File: config.mk
export PLATFORM = sky130hd
export DESIGN_NAME = cpuRequestStage
export DESIGN_NICKNAME = d
export VERILOG_FILES = /design/src/cachePkg.sv /design/src/cpuRequestStage.sv
export VERILOG_INCLUDE_DIRS = /design/src
export SDC_FILE = /design/constraint.sdc
export NUM_CORES = 1
export LEC_CHECK = 0
export BUFFER_PORTS_ARGS = -buffer_cell sky130_fd_sc_hd__buf_2
export CORE_ASPECT_RATIO = 1.5
export CORE_UTILIZATION = 40
export DETAILED_ROUTE_END_ITERATION = 7
export HOLD_SLACK_MARGIN = 0.05
export PLACE_DENSITY = 0.76
export SLEW_MARGIN = 40
export SYNTH_ARGS = -nofsm -noshare
export SYNTH_HDL_FRONTEND = slang
export SYNTH_SLANG_ARGS = --single-unit
File: constraint.sdc
create_clock -name clk -period 1.55 [get_ports clk]
set_input_delay 0.155 -clock clk [delete_from_list [all_inputs] [get_ports clk]]
set_output_delay 0.155 -clock clk [all_outputs]
set_load 0.05 [all_outputs]
File: src/cache_config.svh
`ifndef CACHE_CONFIG_SVH
`define CACHE_CONFIG_SVH

// Cache geometry
`define CACHE_SETS 16
`define LINE_WORDS 4

// CPU and bus addresses count 32-bit words, not bytes
`define ADDR_BITS 32

// Derived field widths of a word address
`define SET_BITS $clog2(`CACHE_SETS)
`define OFFSET_BITS $clog2(`LINE_WORDS)

// Tag is whatever is left above set index and word offset
`define TAG_BITS (`ADDR_BITS - `SET_BITS - `OFFSET_BITS)

`endif

File: src/cachePkg.sv
`default_nettype none
`include "cache_config.svh"

package cachePkg;

  typedef logic [`SET_BITS-1:0] setIndexT;
  typedef logic [`OFFSET_BITS-1:0] wordIndexT;

  // One load or store from the CPU
  typedef struct packed {
    logic                  write;
    logic [`ADDR_BITS-1:0] addr;
    logic [31:0]           wdata;
    logic [3:0]            mask;
  } cpuReqT;

  // Load data, or the stored word after merging for a store
  typedef struct packed {
    logic [31:0] rdata;
  } cpuRespT;

  typedef struct packed {
    logic                 valid;
    logic                 dirty;
    logic [`TAG_BITS-1:0] tag;
  } tagEntryT;

  // Whole cache line with word 0 in the low bits
  typedef logic [`LINE_WORDS-1:0][31:0] lineT;

  // Single-word transfer handed to the bus master
  typedef struct packed {
    logic                  write;
    logic [`ADDR_BITS-1:0] addr;
    logic [31:0]           wdata;
  } busReqT;

endpackage

`default_nettype wire

File: src/cpuRequestStage.sv
`default_nettype none

module cpuRequestStage
  import cachePkg::*;
(
  input  wire logic   clk,
  input  wire logic   reset,
  input  wire logic   reqValid,
  output logic        reqReady,
  input  wire cpuReqT req,
  output logic        stageValid,
  output cpuReqT      stageReq,
  input  wire logic   take
);

  logic   full;
  cpuReqT held;

  // Room when empty, or when the held request leaves this cycle
  assign reqReady = !full || take;
  assign stageValid = full;
  assign stageReq = held;

  always_ff @(posedge clk or posedge reset) begin
    if (reset) begin
      full <= 1'b0;
    end else if (reqValid && reqReady) begin
      full <= 1'b1;
    end else if (take) begin
      full <= 1'b0;
    end
  end

  always_ff @(posedge clk) begin
    if (reqValid && reqReady) begin
      held <= req;
    end
  end

  // Controller sees one unchanging request until it takes it
  stageHoldsRequest: assert property (@(posedge clk) disable iff (reset)
    stageValid && !take |=> stageValid && $stable(stageReq));

endmodule

`default_nettype wire

==> results.cfg <==
[pwr]
powerDensity_nw_per_um2 = 1070
total_power_mw = 4.09
leakage_nw = 1.64
irDropWorstVdd_mv = 0.714

[setup_path]
r2r_end = stageReq[32]$_DFFE_PP_
required_ps = 1390
crit_path_start_kind = flop
crit_path_end_kind = output port
critPathKind = flop to output port
rrSetupSlack_ps = 360
critPathLaunch = stageValid$_DFFE_PP0P_
r2r-start = stageValid$_DFFE_PP0P_
cp_max_fo = 3
reg2reg_depth = 3
crit_arrival_ps = 1070

[global_routing]
grtUsageMet2_pct = 37.8
grtUsageMet3_pct = 5.41
grt_max_degree = 38
grt_pass1_wl_um = 7760
grt_pass1_vias = 1760
grt.busiest_layer = met2
grt_usage_pct = 20.4
antenna_found_initial = 0
overflow = 0
gr-usage-met1_pct = 16.1

[final_layout]
area_delta_synth_final_pct = 79.7
final_common_cell = buf_2
final-seq-area_um2 = 2100
multi_input_area_um2 = 28.8
layout_common_cells = buf_2, dlygate4sd3_1, edfxtp_1, clkbuf_8, clkinv_1
postLayoutCoreUtil_pct = 74.7
fillCellCount = 356
n_antenna_cell = 0
drive_above_1_share_pct = 52.0
fin_nets = 374

[clock_network]
cts_root_buf = clkbuf_8
cts.clk_slew.worst_paths_ps = 60
post_cts_buffers = 0
worstSkewPairLatency_ps = 320
clkSinkCount = 70
cts.path.max_buffers = 2
cts-buffers-inserted = 9
cts_tree = done
cts_max_level = 3

[yosys]
syn_avg_cell_area_um2 = 28.8
yosysTopAreaCell = edfxtp_1
yosysTopAreaCellShare_pct = 97.3
ys_warn_count = 0
post_synth_num_cell_types = 6
ys_seq_area_share_pct = 98.5
synth_area_um2 = 2130
syn_nets = 147
syn_inst = 74
synth_seq_cells = 70
synth_area_leaders = edfxtp_1, dfrtp_1, nand2b_4

[detailed_routing]
vias = 1602
wl_um = 5290
routedWlPerCell_um = 14.2
viasPerCell = 4.31
drt_iter0_drc = 36
ant_nets = 0
drt_first_pass_iters = 4
drcViolationCount = 0

[sta]
setup_viol = 0
skew_ps = 3.35
rsz0062_at_grt = no
fin_hold_ws_ps = 119
slew_headroom_pct = 82.0
finalHoldViolations = 0
final-max-slew-violation-count = 0
worst_pin_slew_ps = 273
fmax_mhz = 816
timing.final.crit_period_ps = 1230
timing.final.crit_share_pct = 79.1

[floorplanning]
core_um2 = 5120
fp-row-count = 32
pin_count = 144
initial_core_util_pct = 41.6
die_area_um2 = 5630
die_h_um = 91.4
fp.dieW_um = 61.6

[place]
place_congestion = 0.764
port_buffers = 143

[worst_hold_path]
hold_path_class = input pin to flop
hold_end = stageValid$_DFFE_PP0P_
holdCritStartpoint = take
holdPathStages = 3

[run]
maxCapViolCount = 0

[status]
outcome = finished clean
## metal layers
metal	share of wire (%)	vias up
met5	0	-
met3	5.7	24
met2	58	83
met4	5.0	0
met1	31	749
li1	-	746
## power by group
group | internal (mW) | leakage, nW | switching (mW)
clock network | 0.543 | 0.0745 | 0.559
logic | 0.263 | 0.897 | 0.492
registers | 2.21 | 0.667 | 0.0242
total | 3.01 | 1.64 | 1.08
## stage by stage
stage               setup WS (ps)  area (µm²)  setup TNS (ps)  instances
CTS                           294        3830               0        372
global route                  288        3830               0        372
finish                        324        3830               0        372
floorplan                    -169        2130          -11650         74
global placement              384        2970               0        287
detailed placement            361        2970               0        287
## state kept, by name, indices dropped and copies added (netlist names)
signal      flops
stageReq       69
stageValid      1
## critical path, stage by stage (launching register included)
cell	delay, ps
dfrtp_2	420
nand2b_4	80
buf_2	250
## Yosys cell counts (all sizes together)
master  number
edfxtp      69
nand2b       2
and2         1
dfrtp        1
inv          1
## how the worst max path moves through the flow
stage                              to  slack [ps]
4_1_cts                      reqReady         290
2_1_floorplan   stageReq[0]$_DFFE_PP_        -170
3_3_place_gp    stageReq[4]$_DFFE_PP_         380
3_5_place_dp   stageReq[55]$_DFFE_PP_         360
5_1_grt                      reqReady         290
6_report                     reqReady         320
## layout make-up
cell class                 count  area share [%]
sequential                    70            54.8
timing repair buffer         216            38.3
clock buffer                  10            3.34
tap                           68            2.22
multi-input combinational      3           0.752
clock inverter                 4           0.425
inverter                       1          0.0981
## what timing repair did
action / 4_1_cts / 5_1_grt
gates resized for setup: 0 / 0
hold buffers: 71 / 0
hold endpoints to repair: 71 / 0
## cell families (layout without fill, tap and decap cells)
family                 Yosys count  after routing  share of synthesized area, %
DFF                             70             70                          98.5
and+or+nand+nor                  3              3                          1.35
buffers and inverters            1            231                         0.176
No activity file was read; power rests on OpenSTA's default activity.
