--- src/cache_config.svh ---
`ifndef CACHE_CONFIG_SVH
`define CACHE_CONFIG_SVH

// Cache geometry
`define CACHE_SETS 16
`define LINE_WORDS 4

// CPU and bus addresses count 32-bit words, not bytes
`define ADDR_BITS 32

// Derived field widths of a word address
`define SET_BITS $clog2(`CACHE_SETS)
`define OFFSET_BITS $clog2(`LINE_WORDS)

// Tag is whatever is left above set index and word offset
`define TAG_BITS (`ADDR_BITS - `SET_BITS - `OFFSET_BITS)

`endif

--- src/cachePkg.sv ---
`default_nettype none
`include "cache_config.svh"

package cachePkg;

  typedef logic [`SET_BITS-1:0] setIndexT;
  typedef logic [`OFFSET_BITS-1:0] wordIndexT;

  // One load or store from the CPU
  typedef struct packed {
    logic                  write;
    logic [`ADDR_BITS-1:0] addr;
    logic [31:0]           wdata;
    logic [3:0]            mask;
  } cpuReqT;

  // Load data, or the stored word after merging for a store
  typedef struct packed {
    logic [31:0] rdata;
  } cpuRespT;

  typedef struct packed {
    logic                 valid;
    logic                 dirty;
    logic [`TAG_BITS-1:0] tag;
  } tagEntryT;

  // Whole cache line with word 0 in the low bits
  typedef logic [`LINE_WORDS-1:0][31:0] lineT;

  // Single-word transfer handed to the bus master
  typedef struct packed {
    logic                  write;
    logic [`ADDR_BITS-1:0] addr;
    logic [31:0]           wdata;
  } busReqT;

endpackage

`default_nettype wire

--- src/wayRam.sv ---
`default_nettype none
`include "cache_config.svh"

module wayRam
  import cachePkg::*;
#(
  parameter type entryT = tagEntryT
)
(
  input  wire logic     clk,
  input  wire setIndexT index,
  input  wire logic     writeEnable,
  input  wire entryT    writeEntry,
  output entryT        readEntry
);

  // One entry per set
  entryT mem [`CACHE_SETS];

  // Read is registered and returns the old entry on a write to the same set
  always_ff @(posedge clk) begin
    if (writeEnable) begin
      mem[index] <= writeEntry;
    end
    readEntry <= mem[index];
  end

endmodule

`default_nettype wire

--- config.mk ---
export PLATFORM = sky130hd
export DESIGN_NAME = wayRam
export DESIGN_NICKNAME = d
export VERILOG_FILES = /design/src/cachePkg.sv /design/src/wayRam.sv
export VERILOG_INCLUDE_DIRS = /design/src
export SDC_FILE = /design/constraint.sdc
export NUM_CORES = 1
export LEC_CHECK = 0
export ABC_AREA = 1
export BUFFER_PORTS_ARGS = -buffer_cell sky130_fd_sc_hd__buf_2
export CELL_PAD_IN_SITES_DETAIL_PLACEMENT = 1
export CELL_PAD_IN_SITES_GLOBAL_PLACEMENT = 1
export CORE_MARGIN = 1
export CORE_UTILIZATION = 49
export CTS_BUF_LIST = sky130_fd_sc_hd__clkbuf_4 sky130_fd_sc_hd__clkbuf_8 sky130_fd_sc_hd__clkbuf_16
export CTS_CLUSTER_SIZE = 40
export DETAILED_ROUTE_END_ITERATION = 12
export PLACE_DENSITY_LB_ADDON = 0.05
export SYNTH_ARGS = -nofsm -noshare
export SYNTH_HDL_FRONTEND = slang
export SYNTH_SLANG_ARGS = --single-unit
--- constraint.sdc ---
create_clock -name clk -period 3.6 [get_ports clk]
set_input_delay 0.72 -clock clk [delete_from_list [all_inputs] [get_ports clk]]
set_output_delay 0.72 -clock clk [all_outputs]
set_load 0.01 [all_outputs]
==> impl_results.md, run 1 <==
- Post-synth net total: 1,885
- Vias in the first global route: 13,700
- CTS tree: done
- Syn-to-layout area delta: 14.8%
- Syn avg cell area: 10.4 µm²
- Grt ovf: 0
- Pleak: 9.37 nW
- Number of placement rows: 72
- Post-route cell area: 22,100 µm²
- CP required: 3.88 ns
- Slew Limit Fails: 0
- Core Region: 38,700 µm²
- Crit path time final: 2.11 ns
- Initial antenna violation count: 1
- Register area share after synthesis: 72.7%
- # diodes: 0
- Cells after Synth: 1,851
- Final std cells w/o fill: 2,471
- Detail Route Antenna Nets: 0
- Hold crit path type: in -> reg
- Largest net degree at the start of global routing: 166
- Latest clock arrival within the worst-skew pair: 0.58 ns
- H-tree depth: 2
- Worst-path clk slew: 0.06 ns
- CP startpoint kind: input pin
- Hold Slack: 0.526 ns
- Dpl cells: 2,377
- Max clock buf depth: 3
- Multi-input logic area: 4750 µm²
- Final Cycle Share: 58.5%
- Detailed Route WL: 50,500 µm
- Setup tns final: 0 ns
- R2R depth: 8
- WHS Path Cells: 1
- Starting DRC count in detailed routing: 854
- CTS Hold Bufs: 0
- Post-CTS sizing: 0
- Register area: 14,000 µm²
- VDD IR-drop max: 410 µV
- Top Family by Delay on Critical Path: simple AND/OR/NAND/NOR gates
- Max Clock Freq: 475 MHz
- Layout cell share with drive strength beyond 1: 10.2%
- Total track usage: 25.8%
- RSZ-0062 raised after global routing: false
- Die X: 200 µm
- Critical Path End Type: flop
- FF+latch count, synth: 476
- Final nets: 1,945
- Post-CTS Setup Repair Bufs: 0
- Via density: 5.18
- Number of distinct library cells after synthesis: 11
- Peak per-stage delay on the critical path: 0.63 ns
- Final setup viols: 0
- Critical Path Fanout Max: 37
- Max cap viols: 0
- Crit path kind: in -> reg
- Core Util, Final: 57.1%
- Pwr Total: 12.4 mW
- Number of I/O pins: 62
- Ys Warns: 0
- Critical path's slowest cell: nor2_4
- Crit. path cell count: 4
- Starting Density: 49.7%
- Port-buffer cells: 61
- Skew final: 0.00935 ns
- Die ar.: 40,100 µm²
- Drt first pass iters: 5
- DR DRC count: 0
- Via count: 12,800
- DR WL/cell: 20.4 µm
- Die Y-Extent: 200 µm
- Final Hold Vio Count: 0
- CTS buffer count: 50
- Cell Area, Synth: 19,300 µm²
- # fillers: 4,159
- Max_slew headroom: 42.0%
- Clock Sinks: 476
- Dpl ws: 0.918 ns
- GPL Wtd Cong: 0.737
- Least-Margin Pin Slew: 0.868 ns
- CP arrival: 2.38 ns
- Post-DP HPWL: 27,700 µm
- Crit path buffers/inverters: 2
- Cell Pwr Density: 559 nW/µm²
- First-pass GRT wire length: 78,700 µm
- Root buffer cell: clkbuf_16
- Status: complete, no violations
- Post-route setup slack: 1.49 ns
- DP Area: 20,400 µm²
- Cell Chain, Critical Path: buf_6 -> nand3_1 -> nor2_4 -> buf_12
worst paths after layout:
check                           slack (ns)                    end                  from
worst min register to register        0.71  readEntry[11]$_DFF_P_  mem[8][11]$_DFFE_PP_
worst min-delay path                  0.53    mem[8][4]$_DFFE_PP_         writeEntry[4]
worst max-delay path                  1.49   mem[7][13]$_DFFE_PP_              index[0]
worst max register to register        2.50  readEntry[19]$_DFF_P_  mem[4][19]$_DFFE_PP_
flip-flops by register name, summed over array words and instances, names as in the netlist:
| register | cells |
|---|---|
| mem | 448 |
| readEntry | 28 |
final cells by class:
cell class | instances | area share [%]
clock inverters | 23 | 1.15
flip-flops and latches | 476 | 63.3
clock buffers | 71 | 6.69
inverters | 63 | 1.10
multi-input cells | 1228 | 21.5
well taps | 518 | 2.93
repair buffers | 92 | 3.32
synth_stat cells:
library cell / count / share of area, %
nand3_1: 4 / 0.10
buf_4: 5 / 0.19
nor2_1: 18 / 0.35
edfxtp_1: 448 / 70
buf_1: 4 / 0.078
dfxtp_1: 28 / 2.9
nand2_1: 1206 / 23
clkbuf_1: 20 / 0.39
inv_2: 4 / 0.078
buf_2: 55 / 1.4
inv_1: 59 / 1.1
cells in the final DEF, fill, tap and decap left out, types with 2 or more instances in the layout:
cell	Yosys	layout
clkbuf_16	0	53
buf_2	55	59
nor2_4	0	18
clkinv_1	0	9
bufinv_16	0	6
buf_12	0	15
clkbuf_4	0	15
nand2_1	1206	1206
clkbuf_8	0	3
edfxtp_1	448	448
inv_1	59	59
inv_2	4	2
dfxtp_1	28	28
clkinv_2	0	8
nand3_1	4	4
buf_4	5	17
cell families after synthesis:
kind of cell           after synthesis  synth area share [%]
AND/OR/NAND/NOR                   1228                  23.9
flip-flops                         476                  72.7
buffers and inverters              147                  3.32
per-layer routing:
layer  wire [µm]  global-route usage (%)
met2       25000                    43.9
met4        1250                    9.02
met3        2340                    4.02
met5          13                       0
met1       21900                    33.9
power by group:
group / switching, mW / internal (mW)
clock network: 2.09 / 3.29
registers: 0.0360 / 6.20
logic: 0.556 / 0.196
Power figures use the tool's default switching activity.
==> run 2, diff against run 1 <==
CORE_UTILIZATION = 45   (was 49)
clock period = 1.93 ns   (was 3.6 ns; I/O delays follow)
==> run 2 against run 1 <==
- worst setup slack worse by 1.0 ns
- register-to-register slack worse by 1.6 ns
- sequential power up 86%
- final area up 2.0%
- die area up 8.8%
- sequential share of layout area down 1.2 points
- largest cell class unchanged
- cell count up 1.9%
- clock-buffer cell count down 1
- combinational power up 94%
- wire length down 0.57%
- critical path depth down 3
- clock power up 80%
==> impl_results.md, run 2 (synthesized netlist as in run 1, its figures left out) <==
- Final Hold Vio Count: 0 (unchanged)
- GPL Wtd Cong: 0.723 (was 0.737)
- Critical Path Fanout Max: 1 (was 37)
- CP required: 1.54 ns (was 3.88 ns)
- Detail Route Antenna Nets: 0 (unchanged)
- Cell Pwr Density: 1010 nW/µm² (was 559 nW/µm²)
- Drt first pass iters: 5 (unchanged)
- Starting DRC count in detailed routing: 741 (was 854)
- Via count: 12,700 (was 12,800)
- Crit path time final: 1.47 ns
- Sw Share: 22.2% (was 21.7%)
- Top flop regs: mem: 448 flops, readEntry: 28 flops (unchanged)
- Port-buffer cells: 61 (unchanged)
- Logic gate share of total power: 6.4% (was 6.1%)
- Detailed Route WL: 50,200 µm (was 50,500 µm)
- DR WL/cell: 19.9 µm (was 20.4 µm)
- Post-CTS Setup Repair Bufs: 0 (unchanged)
- CTS Hold Bufs: 0 (unchanged)
- Starting Density: 45.7% (was 49.7%)
- Number of I/O pins: 62 (unchanged)
- Switching power: 5.04 mW (was 2.68 mW)
- VDD IR-drop max: 826 µV (was 410 µV)
- Hold crit path type: in -> reg (unchanged)
- Vias in the first global route: 13,600 (was 13,700)
- Pint: 17.7 mW (was 9.68 mW)
- Syn-to-layout area delta: 17.1% (was 14.8%)
- Skew final: 0.0107 ns (was 0.00935 ns)
- Multi-input logic area: 4800 µm² (was 4750 µm²)
- Via density: 5.06 (was 5.18)
- Max cap viols: 0 (unchanged)
- CTS tree: done (unchanged)
- Max clock buf depth: 3 (unchanged)
- Post-DP HPWL: 28,700 µm (was 27,700 µm)
- Top Family by Delay on Critical Path: flip-flops (was simple AND/OR/NAND/NOR gates)
- Die X: 209 µm (was 200 µm)
- CTS buffer count: 51 (was 50)
- Peak per-stage delay on the critical path: 0.37 ns (was 0.63 ns)
- Reg with most FFs: mem (unchanged)
- Least-Margin Pin Slew: 0.491 ns (was 0.868 ns)
- Post-CTS sizing: 0 (unchanged)
- Crit path buffers/inverters: 1 (was 2)
- Sequential power share: 51.1% (was 50.4%)
- CP startpoint kind: flop (was input pin)
- Max_slew headroom: 67.3% (was 42.0%)
- Final nets: 1,971 (was 1,945)
- First-pass GRT wire length: 78,300 µm (was 78,700 µm)
- Register area: 14,000 µm² (unchanged)
- # fillers: 4,470 (was 4,159)
- Max Clock Freq: 679 MHz
- Pwr Total: 22.8 mW (was 12.4 mW)
- DR DRC count: 0 (unchanged)
- Latest clock arrival within the worst-skew pair: 0.58 ns (about the same)
- Max reg flops: 448 (unchanged)
- Die Y-Extent: 209 µm (was 200 µm)
- Initial antenna violation count: 2 (was 1)
- Worst-path clk slew: 0.06 ns (about the same)
- Root buffer cell: clkbuf_16 (unchanged)
- Most common cell after layout, fill and taps aside: nand2_1 (unchanged)
- Crit path kind: reg -> out (was in -> reg)
- Status: complete, no violations (unchanged)
- Final setup viols: 0 (unchanged)
- Pleak: 9.54 nW (was 9.37 nW)
- Die ar.: 43,600 µm² (was 40,100 µm²)
- Largest net degree at the start of global routing: 84 (was 166)
- Layout cell share with drive strength beyond 1: 11.8% (was 10.2%)
- H-tree depth: 2 (unchanged)
- Total track usage: 23.8% (was 25.8%)
- Number of placement rows: 75 (was 72)
- Clock network power share: 42.5% (was 43.5%)
- Commonest non-fill, non-tap cells in the layout: 1,206 x nand2_1, 448 x edfxtp_1, 59 x buf_2 (was 1,206 x nand2_1, 448 x edfxtp_1, 59 x inv_1, 59 x buf_2, 53 x clkbuf_16)
- RSZ-0062 raised after global routing: false (unchanged)
- Critical path's slowest cell: dfxtp_1 (was nor2_4)
- Final Cycle Share: 76.3%
- # diodes: 0 (unchanged)
- Setup tns final: 0 ns (unchanged)
- Slew Limit Fails: 0 (unchanged)
- Cell Chain, Critical Path: buf_2 (was buf_6 -> nand3_1 -> nor2_4 -> buf_12)
- Critical Path End Type: primary output (was flop)
- Grt ovf: 0 (unchanged)
- CP arrival: 1.09 ns (was 2.38 ns)
- Core Region: 42,100 µm² (was 38,700 µm²)
- Clock Sinks: 476 (unchanged)
## run 2: cell count changes in the layout (fill, tap and decap cells not counted), moves of 2 or more
cell / delta
clkinv_2: +5
buf_12: +18
clkinv_1: -3
nand3_1: -4
clkbuf_4: -2
clkinvlp_4: +3
buf_4: +7
bufinv_16: -3
nand3_4: +4
## run 2: worst paths after layout
kind / start / endpoint / slack [ns] / depth (start not counted)
hold reg to reg: mem[0][16]$_DFFE_PP_ / readEntry[16]$_DFF_P_ / 0.70 / 8
hold / removal: writeEntry[17] / mem[12][17]$_DFFE_PP_ / 0.19 / 1
setup / recovery: readEntry[23]$_DFF_P_ / readEntry[23] / 0.46 / 1
setup reg to reg: mem[5][14]$_DFFE_PP_ / readEntry[14]$_DFF_P_ / 0.88 / 8
## run 2: final cells by class
cell class                 instances  share of cell area [%]
clock buffer                      70                    6.55
clock inverter                    25                   0.893
inverter                          63                    1.10
multi-input combinational       1228                    21.3
sequential                       476                    62.1
tap                              539                    2.99
timing repair buffer             117                    5.09
## run 2: per-stage QoR
stage	util, %	setup slack, ns	hold slack, ns	instance area, µm²	std cells
floorplan	-	0.00459	0.485	19500	1851
global placement	49.6	0.201	0.674	20900	2423
detailed placement	49.6	0.179	0.686	20900	2423
CTS	53.6	0.410	0.164	22600	2518
global route	53.6	0.402	0.188	22600	2518
finish	53.6	0.457	0.187	22600	2518
## run 2: power by group through the flow
stage / logic, mW / clock network, mW / registers, mW
floorplan: 0.790 / 0 / 11.9
global placement: 1.44 / 0 / 11.8
detailed placement: 1.48 / 0 / 11.8
CTS: 1.49 / 9.89 / 11.6
global route: 1.65 / 10.2 / 11.6
finish: 1.46 / 9.69 / 11.6
## run 2: metal layers
metal | track usage, % | share of wire (%) | vias up
met5 | 0 | 0.052 | -
met4 | 6.82 | 2.2 | 4
met3 | 3.17 | 3.4 | 71
met2 | 40.8 | 50 | 179
met1 | 31.6 | 45 | 6387
li1 | - | - | 6102
