$ cat src/cache_config.svh
`ifndef CACHE_CONFIG_SVH
`define CACHE_CONFIG_SVH

// Cache geometry
`define CACHE_SETS 16
`define LINE_WORDS 4

// CPU and bus addresses count 32-bit words, not bytes
`define ADDR_BITS 32

// Derived field widths of a word address
`define SET_BITS $clog2(`CACHE_SETS)
`define OFFSET_BITS $clog2(`LINE_WORDS)

// Tag is whatever is left above set index and word offset
`define TAG_BITS (`ADDR_BITS - `SET_BITS - `OFFSET_BITS)

`endif

$ cat src/cachePkg.sv
`default_nettype none
`include "cache_config.svh"

package cachePkg;

  typedef logic [`SET_BITS-1:0] setIndexT;
  typedef logic [`OFFSET_BITS-1:0] wordIndexT;

  // One load or store from the CPU
  typedef struct packed {
    logic                  write;
    logic [`ADDR_BITS-1:0] addr;
    logic [31:0]           wdata;
    logic [3:0]            mask;
  } cpuReqT;

  // Load data, or the stored word after merging for a store
  typedef struct packed {
    logic [31:0] rdata;
  } cpuRespT;

  typedef struct packed {
    logic                 valid;
    logic                 dirty;
    logic [`TAG_BITS-1:0] tag;
  } tagEntryT;

  // Whole cache line with word 0 in the low bits
  typedef logic [`LINE_WORDS-1:0][31:0] lineT;

  // Single-word transfer handed to the bus master
  typedef struct packed {
    logic                  write;
    logic [`ADDR_BITS-1:0] addr;
    logic [31:0]           wdata;
  } busReqT;

endpackage

`default_nettype wire

$ cat src/axiPkg.sv
`default_nettype none

package axiPkg;

  // Unprivileged, secure, data access
  localparam logic [2:0] PROT_DATA = 3'b000;

  // AW and AR channels share one layout
  typedef struct packed {
    logic [31:0] addr;
    logic [2:0]  prot;
  } axiAddrT;

  // W channel
  typedef struct packed {
    logic [31:0] data;
    logic [3:0]  strb;
  } axiWdataT;

  // R channel with a response code that goes unused
  typedef struct packed {
    logic [31:0] data;
    logic [1:0]  resp;
  } axiRdataT;

endpackage

`default_nettype wire

$ cat src/axiLiteMaster.sv
`default_nettype none
`include "cache_config.svh"

module axiLiteMaster
  import cachePkg::*;
  import axiPkg::*;
(
  input  wire logic        clk,
  input  wire logic        reset,
  input  wire logic        busReqValid,
  input  wire busReqT      busReq,
  output logic             busDone,
  output logic [31:0]      busRdata,
  output logic             awValid,
  output axiAddrT          aw,
  input  wire logic        awReady,
  output logic             wValid,
  output axiWdataT         w,
  input  wire logic        wReady,
  input  wire logic        bValid,
  output logic             bReady,
  output logic             arValid,
  output axiAddrT          ar,
  input  wire logic        arReady,
  input  wire logic        rValid,
  input  wire axiRdataT    r,
  output logic             rReady
);

  typedef enum logic [1:0] {IDLE, WRITE, READ} stateT;

  stateT   state;
  axiAddrT byteAddr;

  // Word address to AXI byte address; the controller holds busReq steady
  assign byteAddr.addr = {busReq.addr[`ADDR_BITS-3:0], 2'b00};
  assign byteAddr.prot = PROT_DATA;
  assign aw = byteAddr;
  assign ar = byteAddr;
  assign w.data = busReq.wdata;
  // Stores are merged into the line, so every write is a full word
  assign w.strb = 4'hf;

  // Response is taken only after the request side has fully gone out
  assign bReady = (state == WRITE) && !awValid && !wValid;
  assign rReady = (state == READ) && !arValid;
  assign busDone = (bValid && bReady) || (rValid && rReady);
  assign busRdata = r.data;

  always_ff @(posedge clk or posedge reset) begin
    if (reset) begin
      state <= IDLE;
      awValid <= 1'b0;
      wValid <= 1'b0;
      arValid <= 1'b0;
    end else begin
      case (state)
        IDLE: begin
          if (busReqValid && busReq.write) begin
            awValid <= 1'b1;
            wValid <= 1'b1;
            state <= WRITE;
          end else if (busReqValid) begin
            arValid <= 1'b1;
            state <= READ;
          end
        end
        WRITE: begin
          // AW and W complete independently
          if (awReady) awValid <= 1'b0;
          if (wReady) wValid <= 1'b0;
          if (bValid && bReady) state <= IDLE;
        end
        READ: begin
          if (arReady) arValid <= 1'b0;
          if (rValid && rReady) state <= IDLE;
        end
        default: state <= IDLE;
      endcase
    end
  end

  awValidHeld: assert property (@(posedge clk) disable iff (reset)
    awValid && !awReady |=> awValid);

endmodule

`default_nettype wire

$ cat config.mk
export PLATFORM = sky130hd
export DESIGN_NAME = axiLiteMaster
export DESIGN_NICKNAME = d
export VERILOG_FILES = /design/src/cachePkg.sv /design/src/axiPkg.sv /design/src/axiLiteMaster.sv
export VERILOG_INCLUDE_DIRS = /design/src
export SDC_FILE = /design/constraint.sdc
export NUM_CORES = 1
export LEC_CHECK = 0
export BUFFER_PORTS_ARGS = -buffer_cell sky130_fd_sc_hd__buf_2
export CAP_MARGIN = 20
export CORE_AREA = 2 2 98 100
export CTS_BUF_LIST = sky130_fd_sc_hd__clkbuf_8
export CTS_CLUSTER_DIAMETER = 60
export DETAILED_ROUTE_END_ITERATION = 10
export DIE_AREA = 0 0 100 102
export MAX_ROUTING_LAYER = met4
export PLACE_DENSITY_LB_ADDON = 0.2
export SYNTH_ARGS = -nofsm -noshare
export SYNTH_HDL_FRONTEND = slang
export SYNTH_SLANG_ARGS = --single-unit
export TNS_END_PERCENT = 20
$ cat constraint.sdc
create_clock -name clk -period 1.6 [get_ports clk]
set_clock_uncertainty 0.2 [all_clocks]
set_input_delay 0.16 -clock clk [delete_from_list [all_inputs] [get_ports clk]]
set_output_delay 0.16 -clock clk [all_outputs]
set_load 0.005 [all_outputs]
==> flow_summary_export.csv, run 1 <==
group,metric,value,unit
drt,num_vias,441,
critical_path,slowest_delay,0.42,ns
drt,drc_errors,0,
cts,clock_latency,0.22,ns
cts,clkTransAtPathRegs,0.03,ns
power,power.density,1295,mW/mm^2
synthesis,ys_top_cells_by_count,"buf_4 (138), dfrtp_1 (5), inv_1 (4)",
power,comb_power_share,0.422,
placed_design,place_area,548.0,um^2
synthesis,async_flop_share,1.000,
synthesis,synth_mux_area_frac,0,
synthesis,synth_top_family_by_area,"buffers and inverters",
critical_path,timing.rr.start,"state[0]$_DFFE_PP0P_",
drt,drt_pre_antenna_iters,2,
finish,final_area,651.9,um^2
synthesis,synth_flop_cell,"dfrtp_1",
critical_path,cp_data_required_time,1.24,ns
critical_path,startpoint_type,"flop",
synthesis,synth_edf_count,0,
die,dieHeight,102,um
critical_path,r2r_slack,0.17,ns
critical_path,crit_buf_inv,1,
drt,ant_nets,0,
power,p_leak,0.2857,nW
critical_path,worst_path_max_delay_cell,"dfrtp_2",
synthesis,synth-simple-area-share,0.06679,
global_route,first_global_vias,497,
global_route,grt-ovfl-total,0,
finish,syn2layout_area_growth,-50.99,%
critical_path,critPathKind,"reg -> out",
drt,wl_per_cell,11.29,um
sta,final_max_slew_viol_count,0,
finish,fin_nets,174,
synthesis,seq_area_frac_synth,0.09407,
placed_design,hpwlAfterDp,1630,um
synthesis,synth.most_common_cell,"buf_4",
critical_path,path_depth,3,
die,io-pin-count,251,
finish,seqCellArea,127.6,um^2
die,initial_utilization,0.1460,
sta,final-hold-violation-count,0,
synthesis,yosys.area_share.adder,0,
synthesis,yosys_register_bits,5,
sta,rsz0062_at_grt,"yes",
placed_design,gp_congestion,0.6786,
finish,drive_gt1_frac,0.3485,
sta,setup_viol,0,
sta,fin_crit_sh,0.9909,
drt,viasPerCell,2.492,
synthesis,synth_top_area_share,0.7789,
min_path,hp-class,"in -> reg",
sta,max_freq,630.7,MHz
run,cap_violations,0,
synthesis,syn_avg_cell_area,7.917,um^2
finish,antennaDiodeCount,0,
die,die_w,100,um
placed_design,portBuffers,14,
cts,cts_max_level,1,
critical_path,path_cells,"and2b_2 > a32o_1 > buf_2",
cts,root_buffer,"clkbuf_8",
power,internal_power,0.5566,mW
critical_path,timing.rr.end,"arValid$_DFFE_PP0P_",
power,power_switching,0.2873,mW
cts,cts_max_path_buffers,2,
power,p_seq_frac,0.318,
cts,numCtsBuffers,3,
critical_path,crit_end,"busDone",
die,dieArea,0.01020,mm^2
power,power_switching_share,0.3405,
critical_path,critPathCaptureType,"output pin",
critical_path,critPathArrivalTime,1.23,ns
synthesis,synth_top_cell_by_area,"buf_4",
synthesis,synth_compound_area_frac,0.04327,
power,clockPowerShare,0.260,
finish,multi_input_area,200.2,um^2
sta,layout_min_cycle_time,1.586,ns
global_route,antenna_found_initial,0,
synthesis,yosysWarnings,0,
die,core-area,0.009109,mm^2
status,status,"complete, no violations",
die,rows,35,
sta,fin_tns_setup,0,ns
synthesis,synth_xor_area_frac,0,
synthesis,synth_cells,168,
synthesis,synth_area_leaders,"buf_4 (78%), dfrtp_1 (9.4%), a221oi_1 (2.0%), and2b_1 (1.7%), nor2b_1 (1.4%)",
power,vdd.ir_drop.worst,0.2040,mV
finish,n_fill_cell,1071,
synthesis,netlist_area,0.001330,mm^2
global_route,grt_start_max_net_pins,9,
cts,cts_tree,"done",
drt,first_iter_violations,5,
global_route,grt_use_total,0.03813,
critical_path,crit_fanout,4,
synthesis,synth_cell_types,16,
critical_path,r2r_cells,4,
critical_path,cp-startpoint,"state[0]$_DFFE_PP0P_",
critical_path,cp_top_family,"flip-flops",
global_route,grt_pass1_wl,2725,um
cts,cts_sinks,5,
drt,wl,1998,um
finish,final_core_util,0.07157,
[worst min path at each step]
stage                      startpoint                    to  slack (ns)  cells past startpoint
after detailed placement        reset   arValid$_DFFE_PP0P_       -0.10                      2
after floorplan                 reset   arValid$_DFFE_PP0P_       -0.26                      1
after CTS                     arReady   arValid$_DFFE_PP0P_        0.05                      3
final                     busReqValid  state[1]$_DFFE_PP0P_        0.05                      3
after global routing      busReqValid  state[1]$_DFFE_PP0P_        0.08                      3
after global placement          reset   arValid$_DFFE_PP0P_       -0.11                      2
[tightest hold or removal path: cells and delay by family]
kind / cells / cell delay, ns
simple gates: 1 / 0.06
buf+inv: 1 / 0.12
compound gates: 1 / 0.07
[final cells by class]
class	count	share of cell area
multi-input cells	33	0.3071
well taps	111	0.2131
flip-flops and latches	5	0.1958
repair buffers	20	0.1919
clock buffers	3	0.06334
inverters	4	0.02303
clock inverters	1	0.005758
[power by group through the flow]
stage | combinational (mW) | clock (mW) | sequential [mW]
after floorplan | 0.461 | 0 | 0.259
after global placement | 0.310 | 0 | 0.284
after detailed placement | 0.303 | 0 | 0.281
after CTS | 0.345 | 0.229 | 0.273
after global routing | 0.407 | 0.236 | 0.284
final | 0.356 | 0.219 | 0.268
[flip-flops by register name, indices dropped and copies added, names as in the netlist]
register,flops
state,2
awValid,1
wValid,1
arValid,1
[metal layers]
metal,vias up,track usage,share of wire
li1,164,-,-
met1,175,0.02344,0.25
met2,47,0.05249,0.42
met3,55,0.02599,0.18
met4,0,0.06533,0.15
met5,-,-,0
[cells by family after synthesis]
group | after synthesis
AO/OA/AOI/OAI | 7
flip-flops | 5
AND/OR/NAND/NOR | 12
buffers and inverters | 142
other | 2
[through the flow]
step | worst slack [ns] | power [mW] | cells | hold WS (ns)
after floorplan | 0.3817 | 0.7198 | 180 | -0.2615
after global placement | 0.1662 | 0.5939 | 167 | -0.1089
after detailed placement | 0.1692 | 0.5835 | 167 | -0.1050
after CTS | -0.007168 | 0.8480 | 176 | 0.04645
after global routing | -0.01347 | 0.9280 | 177 | 0.08487
final | 0.01450 | 0.8440 | 177 | 0.04803
[what timing repair did]
item | CTS | global route
hold endpoints to repair | 8 | 0
gates cloned | 0 | 0
setup endpoints to repair | 2 | 1
resized for setup | 2 | 1
setup buffers | 1 | 1
pin swaps | 1 | 0
hold buffers | 4 | 0
[layout by cell type, fill, tap and decap left out]
cell,count
conb_1,14
buf_2,14
inv_1,5
dlygate4sd3_1,4
a221oi_1,3
nor2b_1,3
dfrtp_1,3
clkbuf_8,3
nand2b_1,2
and2b_1,2
buf_4,2
dfrtp_2,2
nor4b_1,1
a211o_1,1
nand3b_1,1
and2b_2,1
and3_1,1
nor3b_2,1
a32o_1,1
a21oi_1,1
a211oi_1,1
Power figures use the tool's default switching activity.
==> inputs of run 2 (changes only) <==
Settings changed: CAP_MARGIN 20 to 0, REMOVE_ABC_BUFFERS from default to 1.
==> run 2 against run 1 <==
Maximum frequency is 1.9% higher. Sequential power up 1%. Count of clock-buffer cells in the layout unchanged. Die area unchanged. Cell count grew 1.7%. Flip-flop and latch count unchanged. Final area up 3.5%. Sequential share of layout area shrank 0.65 points. Critical path type unchanged. Largest cell class unchanged. Largest power group unchanged.
==> flow_summary_export.csv, run 2 (same netlist as run 1, synthesis figures left out) <==
group,metric,value,unit
sta,layout_min_cycle_time,1.555,ns
finish,regMostFlops,"state",
global_route,grt_use_total,0.2402,
sta,final_max_slew_viol_count,0,
finish,fin_nets,177,
finish,largest_reg_flops,2,
power,power.density,1346,mW/mm^2
finish,multi_input_area,200.2,um^2
critical_path,startpoint_type,"flop",
finish,mostFrequentLayoutCells,"conb_1 (14), buf_2 (14), inv_1 (5), buf_4 (5), dlygate4sd3_1 (4)",
drt,viasPerCell,3.972,
critical_path,worst_path_max_delay_cell,"dfrtp_2",
finish,final_area,674.4,um^2
die,dieArea,0.01020,mm^2
drt,num_vias,715,
critical_path,critPathCaptureType,"output pin",
die,dieHeight,102,um
critical_path,crit_buf_inv,1,
global_route,first_global_vias,616,
critical_path,path_cells,"and2b_2 > a32o_1 > buf_2",
cts,cts_max_level,1,
sta,setup_viol,0,
critical_path,slowest_delay,0.41,ns
drt,wl_per_cell,69.48,um
cts,cts_tree,"done",
power,power,0.9075,mW
finish,drive_gt1_frac,0.3768,
die,initial_utilization,0.1460,
finish,antennaDiodeCount,0,
die,core-area,0.009109,mm^2
cts,numCtsBuffers,3,
global_route,antenna_found_initial,0,
placed_design,portBuffers,14,
finish,n_fill_cell,1068,
run,cap_violations,0,
min_path,hp-class,"in -> reg",
cts,clkTransAtPathRegs,0.04,ns
critical_path,cp_top_family,"flip-flops",
die,io-pin-count,251,
drt,first_iter_violations,10,
sta,max_freq,643.0,MHz
power,vdd.ir_drop.worst,0.5370,mV
critical_path,critPathKind,"reg -> out",
cts,clock_latency,0.22,ns
critical_path,crit_fanout,3,
drt,drt_pre_antenna_iters,2,
sta,rsz0062_at_grt,"yes",
status,status,"complete, no violations",
critical_path,critPathArrivalTime,1.20,ns
cts,root_buffer,"clkbuf_8",
finish,seqCellArea,127.6,um^2
critical_path,cp_data_required_time,1.24,ns
sta,fin_crit_sh,0.9721,
global_route,grt-ovfl-total,0,
sta,final-hold-violation-count,0,
drt,drc_errors,0,
placed_design,place_area,548.0,um^2
cts,cts_sinks,5,
global_route,grt_pass1_wl,13810,um
drt,wl,12510,um
drt,ant_nets,0,
placed_design,hpwlAfterDp,12030,um
power,p_leak,0.3012,nW
placed_design,gp_congestion,0.9841,
global_route,grt_start_max_net_pins,9,
die,rows,35,
finish,syn2layout_area_growth,-49.29,%
die,die_w,100,um
cts,cts_max_path_buffers,2,
-- run 2: power by group --
group	leakage (nW)	switching (mW)	total [mW]	internal, mW
registers	0.0579	0.0774	0.272	0.194
logic	0.216	0.168	0.408	0.241
clock network	0.0269	0.0630	0.228	0.165
total	0.301	0.308	0.908	0.600
-- run 2: what timing repair did --
item	CTS	global route
gates resized for setup	2	1
hold buffers	4	0
endpoints found under the hold margin	8	0
endpoints found under the setup margin	2	1
setup buffers	4	1
pin swaps	1	0
-- run 2: worst paths after layout --
path                            cells after the start  slack (ns)                    to                  from
worst max-delay path                                3        0.04               busDone  state[0]$_DFFE_PP0P_
worst min-delay path                                3        0.05   arValid$_DFFE_PP0P_               arReady
worst max register to register                      4        0.18   arValid$_DFFE_PP0P_  state[0]$_DFFE_PP0P_
worst min register to register                      1        0.31  state[0]$_DFFE_PP0P_  state[1]$_DFFE_PP0P_
max in group asynchronous                           3        0.77  state[1]$_DFFE_PP0P_                 reset
min in group asynchronous                           3        0.20    wValid$_DFFE_PP0P_                 reset
-- run 2: metal layers --
metal,vias up,part of all wire,track usage
met2,251,0.57,0.4688
met1,278,0.091,0.06201
met4,0,0.029,0.06217
met5,-,0,-
li1,170,-,-
met3,16,0.31,0.3516
-- run 2: layout make-up --
cell class                      count  area share
Multi-Input combinational cell     33      0.2968
Clock buffer                        3     0.06122
Inverter                            4     0.02226
Sequential cell                     5      0.1892
Clock inverter                      1    0.005566
Timing Repair Buffer               23      0.2189
Tap cell                          111      0.2059
-- run 2: per-stage QoR --
stage	cells	utilization	hold WS [ns]	setup TNS (ns)	setup WS, ns
3_5_place_dp	167	0.06016	-0.1011	0	0.1675
3_3_place_gp	167	0.06016	-0.09466	0	0.1620
2_1_floorplan	42	-	-0.2615	0	0.3817
4_1_cts	179	0.07308	0.05863	0	0.02200
6_report	180	0.07404	0.04549	0	0.04468
5_1_grt	180	0.07404	0.05851	-0.006202	-0.006202
-- run 2: worst register-to-register path: stages, from the launching register on --
cell and delay (ns):
dfrtp_2 0.41, buf_4 0.14, buf_4 0.13, nand2b_1 0.13, a211o_1 0.28
==> inputs of run 3 (changes only) <==
Settings changed: SETUP_SLACK_MARGIN from default to 0.5.
==> run 3 against run 2 <==
The flow now finishes with violations (hold timing). Register-to-register slack gained 0.03 ns. Maximum frequency fell by 0.54%. Final area fell by 0.37%. Flip-flop and latch count unchanged. Hold slack worse by 0.11 ns. Sequential power is 4% higher. Utilization barely moved. Non-clock buffer count down 3. Highest routed layer unchanged. Count of clock-buffer cells in the layout did not move. Cell count is 1.7% lower. Global-route usage barely moved.
==> flow_summary_export.csv, run 3 (same netlist as run 1, synthesis figures left out) <==
group,metric,value,unit
status,status,"complete, but fails checks",
status,violations,"hold timing",
critical_path,critPathKind,"reg -> out",
power,power_switching_share,0.3511,
power,power.density,1441,mW/mm^2
cts,cts_hold_buf,1,
drt,ant_nets,0,
cts,clkTransAtPathRegs,0.04,ns
finish,drive_gt1_frac,0.4697,
power,p_leak,0.2941,nW
sta,final-hold-violation-count,3,
cts,cts_max_path_buffers,2,
placed_design,portBuffers,14,
die,io-pin-count,251,
global_route,antenna_found_initial,0,
sta,max_freq,639.5,MHz
drt,drc_errors,0,
cts,cts_tree,"done",
power,internal_power,0.6283,mW
cts,numCtsBuffers,3,
finish,largest_reg_flops,2,
finish,post_layout_nonfiller_instances,177,
critical_path,critPathCaptureType,"output pin",
placed_design,gp_congestion,0.9841,
min_path,worstHoldStart,"awReady",
die,initial_utilization,0.1460,
sta,final_max_slew_viol_count,0,
die,dieArea,0.01020,mm^2
critical_path,startpoint_type,"flop",
power,clockPowerShare,0.235,
finish,regMostFlops,"state",
power,comb_power_share,0.474,
die,rows,35,
sta,fin_crit_sh,0.9774,
power,power_switching,0.3400,mW
finish,fin_nets,174,
cts,cts_sinks,5,
sta,rsz0062_at_grt,"yes",
drt,wl,12520,um
critical_path,critPathArrivalTime,1.20,ns
drt,num_vias,708,
global_route,grt_pass1_wl,13790,um
global_route,grt_use_total,0.2399,
placed_design,placed_cells,167,
critical_path,timing.rr.start,"state[0]$_DFFE_PP0P_",
sta,setup_viol,0,
power,p_seq_frac,0.291,
finish,antennaDiodeCount,0,
sta,hold_ws,-0.06280,ns
drt,first_iter_violations,12,
drt,drt_pre_antenna_iters,2,
critical_path,crit_fanout,3,
finish,mostFrequentLayoutCells,"conb_1 (14), buf_2 (14), inv_1 (5), buf_4 (5)",
cts,clock_latency,0.22,ns
global_route,first_global_vias,607,
global_route,grt-ovfl-total,0,
drt,wl_per_cell,70.73,um
run,cap_violations,0,
die,die_w,100,um
sta,fin_tns_setup,0,ns
finish,final_core_util,0.07376,
die,dieHeight,102,um
cts,cts_max_level,1,
power,vdd.ir_drop.worst,0.5421,mV
min_path,hp-class,"in -> reg",
placed_design,hpwlAfterDp,12030,um
global_route,grt_start_max_net_pins,9,
die,core-area,0.009109,mm^2
cts,root_buffer,"clkbuf_8",
finish,syn2layout_area_growth,-49.48,%
critical_path,cp-startpoint,"state[0]$_DFFE_PP0P_",
drt,viasPerCell,4.000,
critical_path,cp_data_required_time,1.24,ns
sta,layout_min_cycle_time,1.564,ns
## run 3: routing by layer
| layer | global-route usage | up-vias | wire length [um] |
|---|---|---|---|
| li1 | - | 164 | - |
| met1 | 0.06160 | 275 | 1122 |
| met2 | 0.4683 | 253 | 7126 |
| met3 | 0.3516 | 16 | 3905 |
| met4 | 0.06217 | 0 | 366 |
| met5 | - | - | 0 |
## run 3: final timing paths
path                                        end  slack (ns)  depth (start not counted)
setup / recovery                        busDone        0.04                          3
hold / removal              awValid$_DFFE_PP0P_       -0.06                          2
setup reg to reg            arValid$_DFFE_PP0P_        0.21                          4
hold reg to reg            state[0]$_DFFE_PP0P_        0.34                          1
max in group asynchronous  state[1]$_DFFE_PP0P_        0.77                          3
min in group asynchronous    wValid$_DFFE_PP0P_        0.21                          3
## run 3: worst max-delay path: stages (launching register included)
cell	delay [ns]
dfrtp_2	0.42
and2b_2	0.22
a32o_1	0.22
buf_2	0.12
## run 3: repair_timing
item / 4_1_cts / 5_1_grt
buffers inserted: 4 / 1
endpoints found under the hold margin: 8 / 3
setup endpoints to repair: 11 / 11
gates resized for setup: 2 / 7
pin swaps: 1 / 3
## run 3: stage by stage
stage / hold WS, ns / power (mW) / setup WS, ns / cell area, um^2
final: -0.06280 / 0.9683 / 0.03620 / 671.9
after global placement: -0.09466 / 0.5890 / 0.1620 / 548.0
after floorplan: -0.2615 / 0.4438 / 0.3817 / 339.1
after CTS: -0.04927 / 0.8969 / 0.02200 / 635.6
after global routing: -0.05132 / 1.059 / -0.01200 / 671.9
after detailed placement: -0.1011 / 0.5793 / 0.1675 / 548.0
## run 3: layout make-up
| cell class | instances | area, um^2 |
|---|---|---|
| fillers | 1073 | 8437 |
| multi-input cells | 33 | 226.5 |
| well taps | 111 | 138.9 |
| flip-flops and latches | 5 | 128.9 |
| repair buffers | 20 | 117.6 |
| clock buffers | 3 | 41.29 |
| inverters | 4 | 15.01 |
| clock inverters | 1 | 3.754 |
## run 3: power groups by stage
stage / clock network [mW] / registers (mW) / logic, mW
final: 0.227 / 0.282 / 0.459
after global routing: 0.242 / 0.302 / 0.516
after CTS: 0.232 / 0.277 / 0.387
after detailed placement: 0 / 0.286 / 0.293
after global placement: 0 / 0.285 / 0.304
after floorplan: 0 / 0.259 / 0.185
